**config.mk**
```make
export PLATFORM = sky130hd
export DESIGN_NAME = uart_calc
export DESIGN_NICKNAME = d
export VERILOG_FILES = /design/src/design/uart_calc_pkg.sv /design/src/design/uart_rx.sv /design/src/design/uart_tx.sv /design/src/design/main_fsm.sv /design/src/design/matrix_input.sv /design/src/design/matrix_storage.sv /design/src/design/matrix_alu.sv /design/src/design/result_printer.sv /design/src/design/uart_calc.sv
export SDC_FILE = /design/constraint.sdc
export NUM_CORES = 1
export LEC_CHECK = 0
export BUFFER_PORTS_ARGS = -buffer_cell sky130_fd_sc_hd__buf_2
export CORE_AREA = 5 5 213 215
export CTS_CLUSTER_SIZE = 16
export DETAILED_ROUTE_END_ITERATION = 8
export DIE_AREA = 0 0 218 220
export PLACE_DENSITY = 0.81
export SLEW_MARGIN = 20
export SYNTH_ARGS = -nofsm -noshare
export SYNTH_HDL_FRONTEND = slang
export SYNTH_HIERARCHICAL = 1
export SYNTH_SLANG_ARGS = --single-unit
```
**constraint.sdc**
```tcl
create_clock -name clk -period 20.9 [get_ports clk]
set_input_delay 2.09 -clock clk [delete_from_list [all_inputs] [get_ports clk]]
set_output_delay 2.09 -clock clk [all_outputs]
set_load 0.02 [all_outputs]
```
**src/design/uart_calc_pkg.sv**
```systemverilog
package uart_calc_pkg;

  // ==============================
  // Sizes
  // ==============================

  localparam int ELEM_W   = 8;
  localparam int MAX_DIM  = 4;
  // Holds 0..4
  localparam int DIM_W    = 3;
  localparam int IDX_W    = 2;
  localparam int SLOT_CNT = 2;

  typedef logic [ELEM_W-1:0] elem_t;

  // Row-major, stride MAX_DIM, element index is {row, col}
  typedef struct packed {
    logic [DIM_W-1:0]                rows;
    logic [DIM_W-1:0]                cols;
    elem_t [MAX_DIM*MAX_DIM-1:0]     data;
  } matrix_t;

  // One storage write beat
  typedef struct packed {
    logic             commit;
    logic             we;
    logic [IDX_W-1:0] row;
    logic [IDX_W-1:0] col;
    logic [DIM_W-1:0] rows;
    logic [DIM_W-1:0] cols;
    elem_t            data;
  } mat_wr_t;

  // ==============================
  // Control encodings
  // ==============================

  typedef enum logic [1:0] {
    STATE_IDLE,
    STATE_INPUT,
    STATE_CALC,
    STATE_PRINT
  } sys_state_t;

  typedef enum logic [1:0] {
    OP_ADD,
    OP_TRANSPOSE,
    OP_SCALAR
  } op_code_t;

  // Switch codes
  localparam logic [7:0] MODE_INPUT     = 8'h01;
  localparam logic [7:0] MODE_ADD       = 8'h10;
  localparam logic [7:0] MODE_TRANSPOSE = 8'h11;
  localparam logic [7:0] MODE_SCALAR    = 8'h12;

endpackage

```
**src/design/uart_rx.sv**
```systemverilog
`timescale 1ns/1ps

module uart_rx #(
  parameter int CLKS_PER_BIT = 868
) (
  input  logic       clk,
  input  logic       rst_n,
  input  logic       rxd,
  output logic       rx_valid,
  output logic [7:0] rx_byte
);

  localparam int CNT_W = $clog2(CLKS_PER_BIT + 1);

  typedef enum logic [1:0] {
    RX_IDLE,
    RX_START,
    RX_DATA,
    RX_STOP
  } rx_state_t;

  rx_state_t        state;
  // [1] is the synchronized line, [2] its previous value
  logic [2:0]       rxd_sync;
  logic [CNT_W-1:0] baud_cnt;
  logic [2:0]       bit_idx;
  logic             baud_tick;

  // One full bit period elapsed
  assign baud_tick = (baud_cnt == CNT_W'(CLKS_PER_BIT - 1));

  always_ff @(posedge clk) begin
    if (!rst_n) begin
      rxd_sync <= 3'b111;
      state    <= RX_IDLE;
      baud_cnt <= '0;
      bit_idx  <= '0;
      rx_valid <= 1'b0;
    end else begin
      rxd_sync <= {rxd_sync[1:0], rxd};
      rx_valid <= 1'b0;
      case (state)
        RX_IDLE: begin
          baud_cnt <= '0;
          bit_idx  <= '0;
          // Falling edge marks a start bit
          if (rxd_sync[2] && !rxd_sync[1]) begin
            state <= RX_START;
          end
        end
        RX_START: begin
          // Half a bit in, line must still be low
          if (baud_cnt == CNT_W'(CLKS_PER_BIT / 2)) begin
            baud_cnt <= '0;
            state    <= rxd_sync[1] ? RX_IDLE : RX_DATA;
          end else begin
            baud_cnt <= baud_cnt + 1'b1;
          end
        end
        RX_DATA: begin
          if (baud_tick) begin
            baud_cnt <= '0;
            // LSB first
            rx_byte  <= {rxd_sync[1], rx_byte[7:1]};
            bit_idx  <= bit_idx + 1'b1;
            if (bit_idx == 3'd7) begin
              state <= RX_STOP;
            end
          end else begin
            baud_cnt <= baud_cnt + 1'b1;
          end
        end
        default: begin
          if (baud_tick) begin
            // Bad stop bit drops the frame
            rx_valid <= rxd_sync[1];
            state    <= RX_IDLE;
          end else begin
            baud_cnt <= baud_cnt + 1'b1;
          end
        end
      endcase
    end
  end

endmodule

```
**src/design/uart_tx.sv**
```systemverilog
`timescale 1ns/1ps

module uart_tx #(
  parameter int CLKS_PER_BIT = 868
) (
  input  logic       clk,
  input  logic       rst_n,
  input  logic       tx_start,
  input  logic [7:0] tx_byte,
  output logic       txd,
  output logic       tx_busy
);

  localparam int CNT_W = $clog2(CLKS_PER_BIT + 1);

  logic [CNT_W-1:0] baud_cnt;
  // 0 start, 1..8 data, 9 stop
  logic [3:0]       bit_cnt;
  // Remaining data bits plus stop bit
  logic [8:0]       shift;
  logic             baud_tick;

  assign baud_tick = (baud_cnt == CNT_W'(CLKS_PER_BIT - 1));

  always_ff @(posedge clk) begin
    if (!rst_n) begin
      txd      <= 1'b1;
      tx_busy  <= 1'b0;
      baud_cnt <= '0;
      bit_cnt  <= '0;
    end else if (!tx_busy) begin
      baud_cnt <= '0;
      if (tx_start) begin
        // Start bit goes out right away
        txd     <= 1'b0;
        shift   <= {1'b1, tx_byte};
        bit_cnt <= '0;
        tx_busy <= 1'b1;
      end
    end else if (baud_tick) begin
      baud_cnt <= '0;
      if (bit_cnt == 4'd9) begin
        // Stop bit done, line already high
        tx_busy <= 1'b0;
      end else begin
        txd     <= shift[0];
        shift   <= {1'b1, shift[8:1]};
        bit_cnt <= bit_cnt + 1'b1;
      end
    end else begin
      baud_cnt <= baud_cnt + 1'b1;
    end
  end

endmodule

```
**src/design/main_fsm.sv**
```systemverilog
`timescale 1ns/1ps

module main_fsm (
  input  logic                    clk,
  input  logic                    rst_n,
  input  logic [7:0]              sw_mode_sel,
  input  logic                    btn_confirm,
  input  logic                    input_done,
  input  logic                    input_err,
  input  logic                    alu_done,
  input  logic                    alu_err,
  input  logic                    print_done,
  output logic                    input_en,
  output logic                    alu_start,
  output uart_calc_pkg::op_code_t alu_op,
  output logic                    print_start,
  output logic [7:0]              led_status
);

  uart_calc_pkg::sys_state_t state;
  logic                      confirm_q;
  // Sticky until the next confirm in IDLE
  logic                      inp_err_flag;
  logic                      calc_err_flag;

  // ==============================
  // State sequencing
  // ==============================

  always_ff @(posedge clk) begin
    if (!rst_n) begin
      state         <= uart_calc_pkg::STATE_IDLE;
      confirm_q     <= 1'b0;
      alu_start     <= 1'b0;
      alu_op        <= uart_calc_pkg::OP_ADD;
      print_start   <= 1'b0;
      inp_err_flag  <= 1'b0;
      calc_err_flag <= 1'b0;
    end else begin
      confirm_q   <= btn_confirm;
      alu_start   <= 1'b0;
      print_start <= 1'b0;
      case (state)
        uart_calc_pkg::STATE_IDLE: begin
          if (confirm_q) begin
            inp_err_flag  <= 1'b0;
            calc_err_flag <= 1'b0;
            // Unknown codes leave the state alone
            case (sw_mode_sel)
              uart_calc_pkg::MODE_INPUT: begin
                state <= uart_calc_pkg::STATE_INPUT;
              end
              uart_calc_pkg::MODE_ADD: begin
                state     <= uart_calc_pkg::STATE_CALC;
                alu_op    <= uart_calc_pkg::OP_ADD;
                alu_start <= 1'b1;
              end
              uart_calc_pkg::MODE_TRANSPOSE: begin
                state     <= uart_calc_pkg::STATE_CALC;
                alu_op    <= uart_calc_pkg::OP_TRANSPOSE;
                alu_start <= 1'b1;
              end
              uart_calc_pkg::MODE_SCALAR: begin
                state     <= uart_calc_pkg::STATE_CALC;
                alu_op    <= uart_calc_pkg::OP_SCALAR;
                alu_start <= 1'b1;
              end
              default: begin
              end
            endcase
          end
        end
        uart_calc_pkg::STATE_INPUT: begin
          if (input_done) begin
            inp_err_flag <= input_err;
            state        <= uart_calc_pkg::STATE_IDLE;
          end
        end
        uart_calc_pkg::STATE_CALC: begin
          if (alu_done) begin
            // Bad operands skip printing
            if (alu_err) begin
              calc_err_flag <= 1'b1;
              state         <= uart_calc_pkg::STATE_IDLE;
            end else begin
              print_start <= 1'b1;
              state       <= uart_calc_pkg::STATE_PRINT;
            end
          end
        end
        default: begin
          if (print_done) begin
            state <= uart_calc_pkg::STATE_IDLE;
          end
        end
      endcase
    end
  end

  assign input_en = (state == uart_calc_pkg::STATE_INPUT);

  // Errors on top, one-hot state below
  assign led_status = {calc_err_flag, inp_err_flag, 2'b00,
                       state == uart_calc_pkg::STATE_PRINT,
                       state == uart_calc_pkg::STATE_CALC,
                       state == uart_calc_pkg::STATE_INPUT,
                       state == uart_calc_pkg::STATE_IDLE};

endmodule

```
**src/design/matrix_input.sv**
```systemverilog
`timescale 1ns/1ps

module matrix_input (
  input  logic                   clk,
  input  logic                   rst_n,
  input  logic                   input_en,
  input  logic                   rx_valid,
  input  logic [7:0]             rx_byte,
  output uart_calc_pkg::mat_wr_t wr,
  output logic                   input_done,
  output logic                   input_err
);

  typedef enum logic [1:0] {
    IN_ROWS,
    IN_COLS,
    IN_ELEM
  } in_state_t;

  in_state_t                         state;
  logic [uart_calc_pkg::DIM_W-1:0]   rows;
  logic [uart_calc_pkg::DIM_W-1:0]   cols;
  logic [uart_calc_pkg::IDX_W-1:0]   row;
  logic [uart_calc_pkg::IDX_W-1:0]   col;
  // Next position, widened to compare against a dimension
  logic [uart_calc_pkg::DIM_W-1:0]   row_nxt;
  logic [uart_calc_pkg::DIM_W-1:0]   col_nxt;
  logic                              dim_bad;

  assign row_nxt = row + 1'b1;
  assign col_nxt = col + 1'b1;

  // Dimension outside 1..MAX_DIM
  assign dim_bad = (rx_byte == 8'd0) || (rx_byte > 8'(uart_calc_pkg::MAX_DIM));

  always_ff @(posedge clk) begin
    if (!rst_n) begin
      state      <= IN_ROWS;
      rows       <= '0;
      cols       <= '0;
      row        <= '0;
      col        <= '0;
      wr.commit  <= 1'b0;
      wr.we      <= 1'b0;
      input_done <= 1'b0;
      input_err  <= 1'b0;
    end else begin
      wr.commit  <= 1'b0;
      wr.we      <= 1'b0;
      wr.rows    <= rows;
      wr.cols    <= cols;
      input_done <= 1'b0;
      input_err  <= 1'b0;
      if (!input_en) begin
        state <= IN_ROWS;
      end else if (rx_valid) begin
        case (state)
          IN_ROWS: begin
            if (dim_bad) begin
              // Abort, nothing reaches storage
              input_done <= 1'b1;
              input_err  <= 1'b1;
            end else begin
              rows  <= rx_byte[uart_calc_pkg::DIM_W-1:0];
              state <= IN_COLS;
            end
          end
          IN_COLS: begin
            if (dim_bad) begin
              input_done <= 1'b1;
              input_err  <= 1'b1;
              state      <= IN_ROWS;
            end else begin
              cols  <= rx_byte[uart_calc_pkg::DIM_W-1:0];
              row   <= '0;
              col   <= '0;
              state <= IN_ELEM;
            end
          end
          default: begin
            wr.we   <= 1'b1;
            wr.row  <= row;
            wr.col  <= col;
            wr.data <= rx_byte;
            if (col_nxt == cols) begin
              col <= '0;
              // Last element commits along with its write
              if (row_nxt == rows) begin
                wr.commit  <= 1'b1;
                input_done <= 1'b1;
                state      <= IN_ROWS;
              end else begin
                row <= row + 1'b1;
              end
            end else begin
              col <= col + 1'b1;
            end
          end
        endcase
      end
    end
  end

endmodule

```
**src/design/matrix_storage.sv**
```systemverilog
`timescale 1ns/1ps

module matrix_storage (
  input  logic                                 clk,
  input  logic                                 rst_n,
  input  uart_calc_pkg::mat_wr_t               wr,
  output uart_calc_pkg::matrix_t               slot_a,
  output uart_calc_pkg::matrix_t               slot_b,
  output logic [uart_calc_pkg::SLOT_CNT-1:0]   slot_valid
);

  uart_calc_pkg::matrix_t                       staging;
  // Staging plus this cycle's write
  uart_calc_pkg::matrix_t                       staged;
  uart_calc_pkg::matrix_t                       slots [uart_calc_pkg::SLOT_CNT];
  logic [$clog2(uart_calc_pkg::SLOT_CNT)-1:0]   wr_ptr;

  always_comb begin
    staged      = staging;
    staged.rows = wr.rows;
    staged.cols = wr.cols;
    if (wr.we) begin
      staged.data[{wr.row, wr.col}] = wr.data;
    end
  end

  // Element writes land in staging
  always_ff @(posedge clk) begin
    staging <= staged;
    if (wr.commit) begin
      slots[wr_ptr] <= staged;
    end
  end

  // Round-robin slot pointer
  always_ff @(posedge clk) begin
    if (!rst_n) begin
      slot_valid <= '0;
      wr_ptr     <= '0;
    end else if (wr.commit) begin
      slot_valid[wr_ptr] <= 1'b1;
      wr_ptr             <= wr_ptr + 1'b1;
    end
  end

  assign slot_a = slots[0];
  assign slot_b = slots[1];

endmodule

```
**src/design/matrix_alu.sv**
```systemverilog
`timescale 1ns/1ps

module matrix_alu (
  input  logic                               clk,
  input  logic                               rst_n,
  input  logic                               alu_start,
  input  uart_calc_pkg::op_code_t            alu_op,
  input  uart_calc_pkg::matrix_t             slot_a,
  input  uart_calc_pkg::matrix_t             slot_b,
  input  logic [uart_calc_pkg::SLOT_CNT-1:0] slot_valid,
  input  logic [7:0]                         scalar,
  output logic                               alu_done,
  output logic                               alu_err,
  output uart_calc_pkg::matrix_t             result
);

  typedef enum logic {
    ALU_IDLE,
    ALU_RUN
  } alu_state_t;

  alu_state_t                          state;
  uart_calc_pkg::op_code_t             op_q;
  uart_calc_pkg::elem_t                scalar_q;
  logic [uart_calc_pkg::IDX_W-1:0]     row;
  logic [uart_calc_pkg::IDX_W-1:0]     col;
  logic [uart_calc_pkg::DIM_W-1:0]     row_nxt;
  logic [uart_calc_pkg::DIM_W-1:0]     col_nxt;
  logic                                operand_err;
  uart_calc_pkg::elem_t                elem_a;
  uart_calc_pkg::elem_t                elem_b;
  logic [2*uart_calc_pkg::ELEM_W-1:0]  prod;
  uart_calc_pkg::elem_t                res_elem;

  assign row_nxt = row + 1'b1;
  assign col_nxt = col + 1'b1;

  // Add needs both slots with equal shape, others need slot 0
  always_comb begin
    operand_err = !slot_valid[0];
    if (alu_op == uart_calc_pkg::OP_ADD) begin
      operand_err = !(&slot_valid) || (slot_a.rows != slot_b.rows) ||
                    (slot_a.cols != slot_b.cols);
    end
  end

  assign elem_a = slot_a.data[{row, col}];
  assign elem_b = slot_b.data[{row, col}];
  assign prod   = elem_a * scalar_q;

  // Wraps at 8 bits
  always_comb begin
    case (op_q)
      uart_calc_pkg::OP_ADD:    res_elem = elem_a + elem_b;
      uart_calc_pkg::OP_SCALAR: res_elem = prod[uart_calc_pkg::ELEM_W-1:0];
      default:                  res_elem = elem_a;
    endcase
  end

  always_ff @(posedge clk) begin
    if (!rst_n) begin
      state    <= ALU_IDLE;
      op_q     <= uart_calc_pkg::OP_ADD;
      row      <= '0;
      col      <= '0;
      alu_done <= 1'b0;
      alu_err  <= 1'b0;
    end else begin
      alu_done <= 1'b0;
      if (state == ALU_IDLE) begin
        if (alu_start) begin
          op_q <= alu_op;
          row  <= '0;
          col  <= '0;
          // Error answers one cycle after start
          alu_err <= operand_err;
          if (operand_err) begin
            alu_done <= 1'b1;
          end else begin
            state <= ALU_RUN;
          end
        end
      end else if (col_nxt == slot_a.cols) begin
        col <= '0;
        if (row_nxt == slot_a.rows) begin
          alu_done <= 1'b1;
          state    <= ALU_IDLE;
        end else begin
          row <= row + 1'b1;
        end
      end else begin
        col <= col + 1'b1;
      end
    end
  end

  // Result shape on start, one element per cycle after
  always_ff @(posedge clk) begin
    if (state == ALU_IDLE && alu_start && !operand_err) begin
      scalar_q <= scalar;
      if (alu_op == uart_calc_pkg::OP_TRANSPOSE) begin
        result.rows <= slot_a.cols;
        result.cols <= slot_a.rows;
      end else begin
        result.rows <= slot_a.rows;
        result.cols <= slot_a.cols;
      end
    end else if (state == ALU_RUN) begin
      if (op_q == uart_calc_pkg::OP_TRANSPOSE) begin
        result.data[{col, row}] <= res_elem;
      end else begin
        result.data[{row, col}] <= res_elem;
      end
    end
  end

endmodule

```
**src/design/result_printer.sv**
```systemverilog
`timescale 1ns/1ps

module result_printer (
  input  logic                   clk,
  input  logic                   rst_n,
  input  logic                   print_start,
  input  uart_calc_pkg::matrix_t result,
  input  logic                   tx_busy,
  output logic                   tx_start,
  output logic [7:0]             tx_byte,
  output logic                   print_done
);

  typedef enum logic [2:0] {
    PR_IDLE,
    PR_ROWS,
    PR_COLS,
    PR_ELEM,
    PR_DRAIN
  } pr_state_t;

  pr_state_t                         state;
  logic [uart_calc_pkg::IDX_W-1:0]   row;
  logic [uart_calc_pkg::IDX_W-1:0]   col;
  logic [uart_calc_pkg::DIM_W-1:0]   row_nxt;
  logic [uart_calc_pkg::DIM_W-1:0]   col_nxt;
  logic                              tx_ready;

  assign row_nxt = row + 1'b1;
  assign col_nxt = col + 1'b1;

  // Busy rises a cycle after start, so skip that cycle too
  assign tx_ready = !tx_busy && !tx_start;

  always_ff @(posedge clk) begin
    if (!rst_n) begin
      state      <= PR_IDLE;
      row        <= '0;
      col        <= '0;
      tx_start   <= 1'b0;
      print_done <= 1'b0;
    end else begin
      tx_start   <= 1'b0;
      print_done <= 1'b0;
      case (state)
        PR_IDLE: begin
          if (print_start) begin
            row   <= '0;
            col   <= '0;
            state <= PR_ROWS;
          end
        end
        PR_ROWS: begin
          if (tx_ready) begin
            tx_start <= 1'b1;
            tx_byte  <= 8'(result.rows);
            state    <= PR_COLS;
          end
        end
        PR_COLS: begin
          if (tx_ready) begin
            tx_start <= 1'b1;
            tx_byte  <= 8'(result.cols);
            state    <= PR_ELEM;
          end
        end
        PR_ELEM: begin
          // Row-major walk
          if (tx_ready) begin
            tx_start <= 1'b1;
            tx_byte  <= result.data[{row, col}];
            if (col_nxt == result.cols) begin
              col <= '0;
              if (row_nxt == result.rows) begin
                state <= PR_DRAIN;
              end else begin
                row <= row + 1'b1;
              end
            end else begin
              col <= col + 1'b1;
            end
          end
        end
        default: begin
          // Last frame fully on the line
          if (tx_ready) begin
            print_done <= 1'b1;
            state      <= PR_IDLE;
          end
        end
      endcase
    end
  end

endmodule

```
**src/design/uart_calc.sv**
```systemverilog
`timescale 1ns/1ps

module uart_calc #(
  parameter int CLKS_PER_BIT = 868
) (
  input  logic       clk,
  input  logic       rst_n,
  input  logic       uart_rx,
  output logic       uart_tx,
  input  logic [7:0] sw_mode_sel,
  input  logic [7:0] sw_scalar_val,
  input  logic       btn_confirm,
  output logic [7:0] led_status
);

  // ==============================
  // Interconnect
  // ==============================

  // Serial side
  logic                                rx_valid;
  logic [7:0]                          rx_byte;
  logic                                tx_start;
  logic [7:0]                          tx_byte;
  logic                                tx_busy;

  // Entry and storage
  logic                                input_en;
  logic                                input_done;
  logic                                input_err;
  uart_calc_pkg::mat_wr_t              wr;
  uart_calc_pkg::matrix_t              slot_a;
  uart_calc_pkg::matrix_t              slot_b;
  logic [uart_calc_pkg::SLOT_CNT-1:0]  slot_valid;

  // Calculation and printing
  logic                                alu_start;
  uart_calc_pkg::op_code_t             alu_op;
  logic                                alu_done;
  logic                                alu_err;
  uart_calc_pkg::matrix_t              result;
  logic                                print_start;
  logic                                print_done;

  // ==============================
  // Serial line
  // ==============================

  uart_rx #(
    .CLKS_PER_BIT(CLKS_PER_BIT)
  ) u_uart_rx (
    .clk     (clk),
    .rst_n   (rst_n),
    .rxd     (uart_rx),
    .rx_valid(rx_valid),
    .rx_byte (rx_byte)
  );

  uart_tx #(
    .CLKS_PER_BIT(CLKS_PER_BIT)
  ) u_uart_tx (
    .clk     (clk),
    .rst_n   (rst_n),
    .tx_start(tx_start),
    .tx_byte (tx_byte),
    .txd     (uart_tx),
    .tx_busy (tx_busy)
  );

  // ==============================
  // Control and datapath
  // ==============================

  main_fsm u_fsm (
    .clk        (clk),
    .rst_n      (rst_n),
    .sw_mode_sel(sw_mode_sel),
    .btn_confirm(btn_confirm),
    .input_done (input_done),
    .input_err  (input_err),
    .alu_done   (alu_done),
    .alu_err    (alu_err),
    .print_done (print_done),
    .input_en   (input_en),
    .alu_start  (alu_start),
    .alu_op     (alu_op),
    .print_start(print_start),
    .led_status (led_status)
  );

  matrix_input u_input (
    .clk       (clk),
    .rst_n     (rst_n),
    .input_en  (input_en),
    .rx_valid  (rx_valid),
    .rx_byte   (rx_byte),
    .wr        (wr),
    .input_done(input_done),
    .input_err (input_err)
  );

  matrix_storage u_storage (
    .clk       (clk),
    .rst_n     (rst_n),
    .wr        (wr),
    .slot_a    (slot_a),
    .slot_b    (slot_b),
    .slot_valid(slot_valid)
  );

  // Scalar comes straight from the switches
  matrix_alu u_alu (
    .clk       (clk),
    .rst_n     (rst_n),
    .alu_start (alu_start),
    .alu_op    (alu_op),
    .slot_a    (slot_a),
    .slot_b    (slot_b),
    .slot_valid(slot_valid),
    .scalar    (sw_scalar_val),
    .alu_done  (alu_done),
    .alu_err   (alu_err),
    .result    (result)
  );

  result_printer u_printer (
    .clk        (clk),
    .rst_n      (rst_n),
    .print_start(print_start),
    .result     (result),
    .tx_busy    (tx_busy),
    .tx_start   (tx_start),
    .tx_byte    (tx_byte),
    .print_done (print_done)
  );

endmodule

```
After elaboration in Yosys (flattened, before gate mapping):

Memory sizes are Yosys's and may differ from the RTL's.
Cells that the tools add are included.

* register bits after elaboration: 394
* memory bits (writable): 268
* output and inout bits: 9
* logic and storage cells: 371
* memories kept: 1

Memories
* u_storage.slots: depth 2, width 134, rd ports 2, clocked after Yosys merged registers in 0, wr ports 1, line matrix_storage.sv:15 `uart_calc_pkg::matrix_t slots [uart_calc_pkg::SLOT_CNT];`

* add/subtract/negate cells: 18
* multipliers: 1
* magnitude comparators: 10
* equal/unequal tests: 53
* muxes and demuxes: 122
* bitwise gates (word level): 11
* reduce and logical (&&, ||, !) cells: 74

Operators by type and width (count)
* $bwmux W128: 3
* $mux W128: 2
* $bmux W8 S4: 3
* $demux W8 S4: 3
* $mux W8: 9
* $mux W2: 31
* $mux W9: 4
* $mux W1: 33
* $reduce_and A4 Y1: 8
* $mux W10: 3
* $pmux W10 S3: 1
* $reduce_and A3 Y1: 9
* $eq A8 B5 Y1 const B: 3
* $mux W3: 8
* $ne A2 B1 Y1 const B: 12
* $pmux W2 S2: 6
* $pmux W8 S3: 1
* $add A10 B1 Y10 const B: 2
* $eq A10 B10 Y1 const B: 2
* $lt A4 B5 Y1 const B: 4
* $ne A2 B2 Y1 const B: 10
* $reduce_and A5 Y1: 4
* $add A2 B1 Y3 const B: 6
* $eq A3 B3 Y1: 6
* other kinds (47): 116

Longest topological paths before layout:

* word-level depth: 9
* gate-level depth with buffers: 25
* gate-level depth less buffers: 20

By module:

The synthesis kept the hierarchy.

Modules (own cells, without submodules)
* matrix_storage: times used 1, cells each 573, area each 12410.7 sq um, sequential area each 10670.2 sq um
* matrix_alu: times used 1, cells each 690, area each 9135.0 sq um, sequential area each 4444.3 sq um
* result_printer: times used 1, cells each 160, area each 1918.1 sq um, sequential area each 420.4 sq um
* matrix_input: times used 1, cells each 115, area each 1381.3 sq um, sequential area each 860.8 sq um
* uart_rx: times used 1, cells each 109, area each 1192.4 sq um, sequential area each 620.6 sq um
* uart_tx: times used 1, cells each 106, area each 1096.1 sq um, sequential area each 560.5 sq um
* main_fsm: times used 1, cells each 66, area each 524.3 sq um, sequential area each 180.2 sq um

Worst setup path after synthesis:

No wires, ideal clock.

* kind: register to register
* start point: register, netlist name u_input/wr[19]
* end point: memory u_storage/slots[0][0] in the netlist's numbering, enable pin
* library setup time: 0.648 ns
* arrival: 6.309 ns
* setup slack: 13.943 ns
* cell stages (with the launch flop): 2
* path buffers: 0
* period minus slack after synthesis: 6.957 ns
* cells stage by stage: dfxtp_1 -> nor2b_1

* word-level cells in the longest chain between the ends: 2

Ends and longest elaborated chain
* $mux W1: line matrix_storage.sv:30 `if (wr.commit) begin`
* $mux W1 (not written as such): line matrix_storage.sv:31 `slots[wr_ptr] <= staged;`
* to (decl): line matrix_storage.sv:15

No other way between the ends.

Final worst setup path:

* start point: register u_alu/col[0] in the netlist's numbering
* end point: register, netlist name u_alu/result[127]

* word-level cells in the longest chain between the ends: 6
* elaborated cells on any way between the ends: 20
* those cells by class: 1 x add/sub; 1 x mul; 4 x order compare; 12 x mux; 2 x reduce/logical

Ends and longest elaborated chain
* from (decl): line matrix_alu.sv:26 `logic [uart_calc_pkg::IDX_W-1:0] col;`
* from (signal assigned): line matrix_alu.sv:92 `col <= col + 1'b1;`
* $bmux W8 S4, on equally long branches: line matrix_alu.sv:47, matrix_alu.sv:48
* $mux W8, on equally long branches: line matrix_alu.sv:47, matrix_alu.sv:48
* $mul A8 B8 Y8 / $add A8 B8 Y8 (equally long branches): line matrix_alu.sv:49, matrix_alu.sv:54
* $pmux W8 S2 (*): line matrix_alu.sv:53 `case (op_q)`
* via u_alu.res_elem[7]: line matrix_alu.sv:33 `uart_calc_pkg::elem_t res_elem;`
* $bwmux W128, on equally long branches: line matrix_alu.sv:112, matrix_alu.sv:110
* $mux W128 (*): line matrix_alu.sv:109 `if (op_q == uart_calc_pkg::OP_TRANSPOSE) begin`

The timed path passes the listed nets; every way through them passes the cells marked *. The select of a mux whose other input is x is not followed.
A chain may end at the register's enable or synchronous reset.

==> results.cfg <==
[clock_tree]
cts.path.max_buffers = 3
h-tree-depth = 2
clk_latency_ps = 630
cts.sinks = 661
cts_setup_buffers = 0
holdBufCountCts = 0
cts_tree = done
cts.root.buffer_cell = clkbuf_16
cts_resized = 0
cts_buffers = 61
path_clk_slew_ps = 70

[timing]
fin_skew_ps = 31.8
clock.fmax_ghz = 0.137
worstMarginPinSlew_ps = 1150
finalHoldViolCount = 0
period_share_pct = 35.0
rsz0062_at_grt = no
slew_headroom_pct = 23.1
setup_viol = 0
slew_violations = 0
fin_setup_tns_ps = 0
fin_crit_ps = 7320

[grt]
grt_max_degree = 76
met1_usage_pct = 31.0
track_usage_pct = 24.6
grt_pass1_wl_um = 90500
grt_util_met2_pct = 43.1
top_usage_layer = met2
grt_use_met3_pct = 4.48
antenna_found_initial = 1
grt_pass1_vias = 15800
grt-ovfl-total = 0

[setup_path]
cp_top_family = adder cells
r2r_cells = 18
crit_chain = buf_4 > mux4_2 > mux4_2 > and2_1 > fa_1 > fa_1 > ha_1 > inv_1 > fa_1 > inv_1 > ha_1 > a21o_1 > a21oi_1 > xnor2_1 > xnor2_1 > xnor3_2 > mux2i_2 > nor2_2
crit_top_cell = fa_1
slowest_delay_ps = 820
cp-end-kind = flip-flop
path_depth = 18
reg2reg_slack_ps = 13580
r2r-start = u_alu/col[0]
required_ps = 21230
startpoint_type = flip-flop
worstSetupPathType = flip-flop to flip-flop
r2r_end = u_alu/result[127]
cp.buffers_inverters = 3
arrival_ps = 7650
critPathSlowestCell = dfxtp_4
setup.worst_path.start = u_alu/col[0]
critPathCapture = u_alu/result[127]
path_max_fanout = 36

[run_status]
status = complete, no violations

[detailed_routing]
wl_per_cell_um = 23.3
drc_errors = 0
dr.pass1.iters = 6
via_count = 15300
drt_iter0_drc = 1630
drt_wl_total_um = 58100
route.detailed.vias_per_inst = 6.12
final_antenna_net_count = 0

[yosys]
synth_ff_type = edfxtp_1
synth-edff-count = 452
ys_warn_count = 6
synth_area_leaders = edfxtp_1 49%, dfxtp_1 15%, mux4_2 7.3%
async_reset_ff_share_pct = 0
syn_avg_cell_area_um2 = 15.2
ys_seq_elements = 661
ys_seq_area_share_pct = 64.2
ys_types = 92
synth_top_area_share_pct = 49.1
yosys.area.top_type = edfxtp_1
syn_area_um2 = 27700
synthCells = 1819

[placement]
io_buffer_count = 26
dp_hpwl_um = 35700
gp_congestion = 0.805
place_area_um2 = 28200

[floorplan]
die_h_um = 220
die_area_um2 = 48000
die_w_um = 218
core_um2 = 43500
start_util_pct = 63.5
std_cell_rows = 77
ios = 29

[final_layout]
drive_gt1_share_pct = 22.8
nFillCells = 2746
final_area_um2 = 30300
layout_common_cells = 452 x edfxtp_1, 206 x dfxtp_1, 151 x nor2_1, 130 x mux2_2, 90 x mux4_2
mostFrequentLayoutCell = edfxtp_1
final_nets = 1927
seqCellArea_um2 = 17800
multi_input_area_um2 = 9230
final_core_util_pct = 69.6
area_delta_synth_final_pct = 9.53

[run]
drv_cap = 0

[pwr]
peakVddDrop_mv = 0.0752
power_leakage_nw = 9.87
p_per_area_nw_per_um2 = 83.1

[min_path]
min_path_type = flip-flop to flip-flop
[how the worst min path moves through the flow]
| stage | startpoint | to | slack, ps | cells after the start |
|---|---|---|---|---|
| after CTS | u_uart_rx/rxd_sync[0] | u_uart_rx/rxd_sync[1] | 420 | 1 |
| after global placement | u_uart_rx/rxd_sync[0] | u_uart_rx/rxd_sync[1] | 390 | 1 |
| after floorplan | u_uart_rx/rxd_sync[0] | u_uart_rx/rxd_sync[1] | 390 | 1 |
| after detailed placement | u_uart_rx/rxd_sync[0] | u_uart_rx/rxd_sync[1] | 400 | 1 |
| after global routing | u_uart_rx/rxd_sync[0] | u_uart_rx/rxd_sync[1] | 430 | 1 |
| final | u_uart_rx/rxd_sync[0] | u_uart_rx/rxd_sync[1] | 410 | 1 |
[metal layers]
| layer | vias to the layer above | part of all wire [%] | wire, µm |
|---|---|---|---|
| li1 | 6859 | - | - |
| met1 | 7641 | 38 | 22200 |
| met2 | 600 | 51 | 29900 |
| met3 | 157 | 6.5 | 3750 |
| met4 | 2 | 3.9 | 2270 |
| met5 | - | 0.022 | 13 |
[power by group]
| group | internal [mW] | total, mW | leakage [nW] | switching, mW |
|---|---|---|---|---|
| sequential | 1.38 | 1.39 | 5.16 | 0.00227 |
| combinational | 0.00895 | 0.0228 | 3.71 | 0.0139 |
| clock | 0.634 | 1.11 | 0.996 | 0.476 |
[sequential cells by signal, summed over array words and instances (netlist names), 3 cells and up]
name	count
u_alu/result	134
u_alu/scalar_q	8
u_input/cols	3
u_input/rows	3
u_input/wr	20
u_printer/state	3
u_printer/tx_byte	8
u_storage/slots	268
u_storage/staging	128
u_uart_rx/baud_cnt	10
u_uart_rx/bit_idx	3
u_uart_rx/rx_byte	8
u_uart_rx/rxd_sync	3
u_uart_tx/baud_cnt	10
u_uart_tx/bit_cnt	4
u_uart_tx/shift	8
[worst register-to-register path, stage by stage, from the launching register on]
cell	delay, ps
dfxtp_4	820
buf_4	650
mux4_2	600
mux4_2	620
and2_1	230
fa_1	420
fa_1	490
ha_1	290
inv_1	50
fa_1	530
inv_1	50
ha_1	330
a21o_1	170
a21oi_1	160
xnor2_1	150
xnor2_1	170
xnor3_2	380
mux2i_2	780
nor2_2	160
[final cells by class]
cell class | instances | share of cell area, %
antenna | 1 | 0.00826
tap | 592 | 2.45
multi-input combinational | 1016 | 30.5
clock inverter | 30 | 0.909
inverter | 56 | 0.694
clock buffer | 85 | 5.77
timing repair buffer | 52 | 1.07
sequential | 661 | 58.6
[Yosys cell counts (13+ instances only)]
cell        n
and2_1     33
buf_2      21
dfxtp_1   209
nor2b_1    30
nand3_1    41
clkbuf_1   33
inv_1      51
mux2_2    130
and3_1     13
mux4_2     90
a31oi_1    16
xor2_1     19
ha_1       46
edfxtp_1  452
xnor2_1    37
nor3_1     21
a21oi_1    30
nand2_1    87
mux4_1     14
nor2_1    151
fa_1       13
mux2i_1    40
o21ai_0    31
[cell families (layout without fill, tap and decap cells)]
family	count (synthesis)	in the layout	share of synthesized area [%]
AND/OR/NAND/NOR	472	472	8.93
AO/OA/AOI/OAI	141	141	3.33
adder cells (fa/ha/maj)	59	59	3.02
buffers and inverters	143	223	2.66
other	1	3	0.0136
flip-flops	661	661	64.2
multiplexers	284	284	15.9
XOR/XNOR	58	58	1.92
[through the flow]
stage               cells  hold WS (ps)  setup WS, ps  total power [mW]
floorplan            1820           386         13940              1.43
global placement     2377           393         13630              1.43
detailed placement   2377           399         13530              1.44
CTS                  2492           415         13530              2.53
global route         2492           427         13160              2.60
finish               2493           411         13580              2.52
Power figures use the tool's default switching activity.
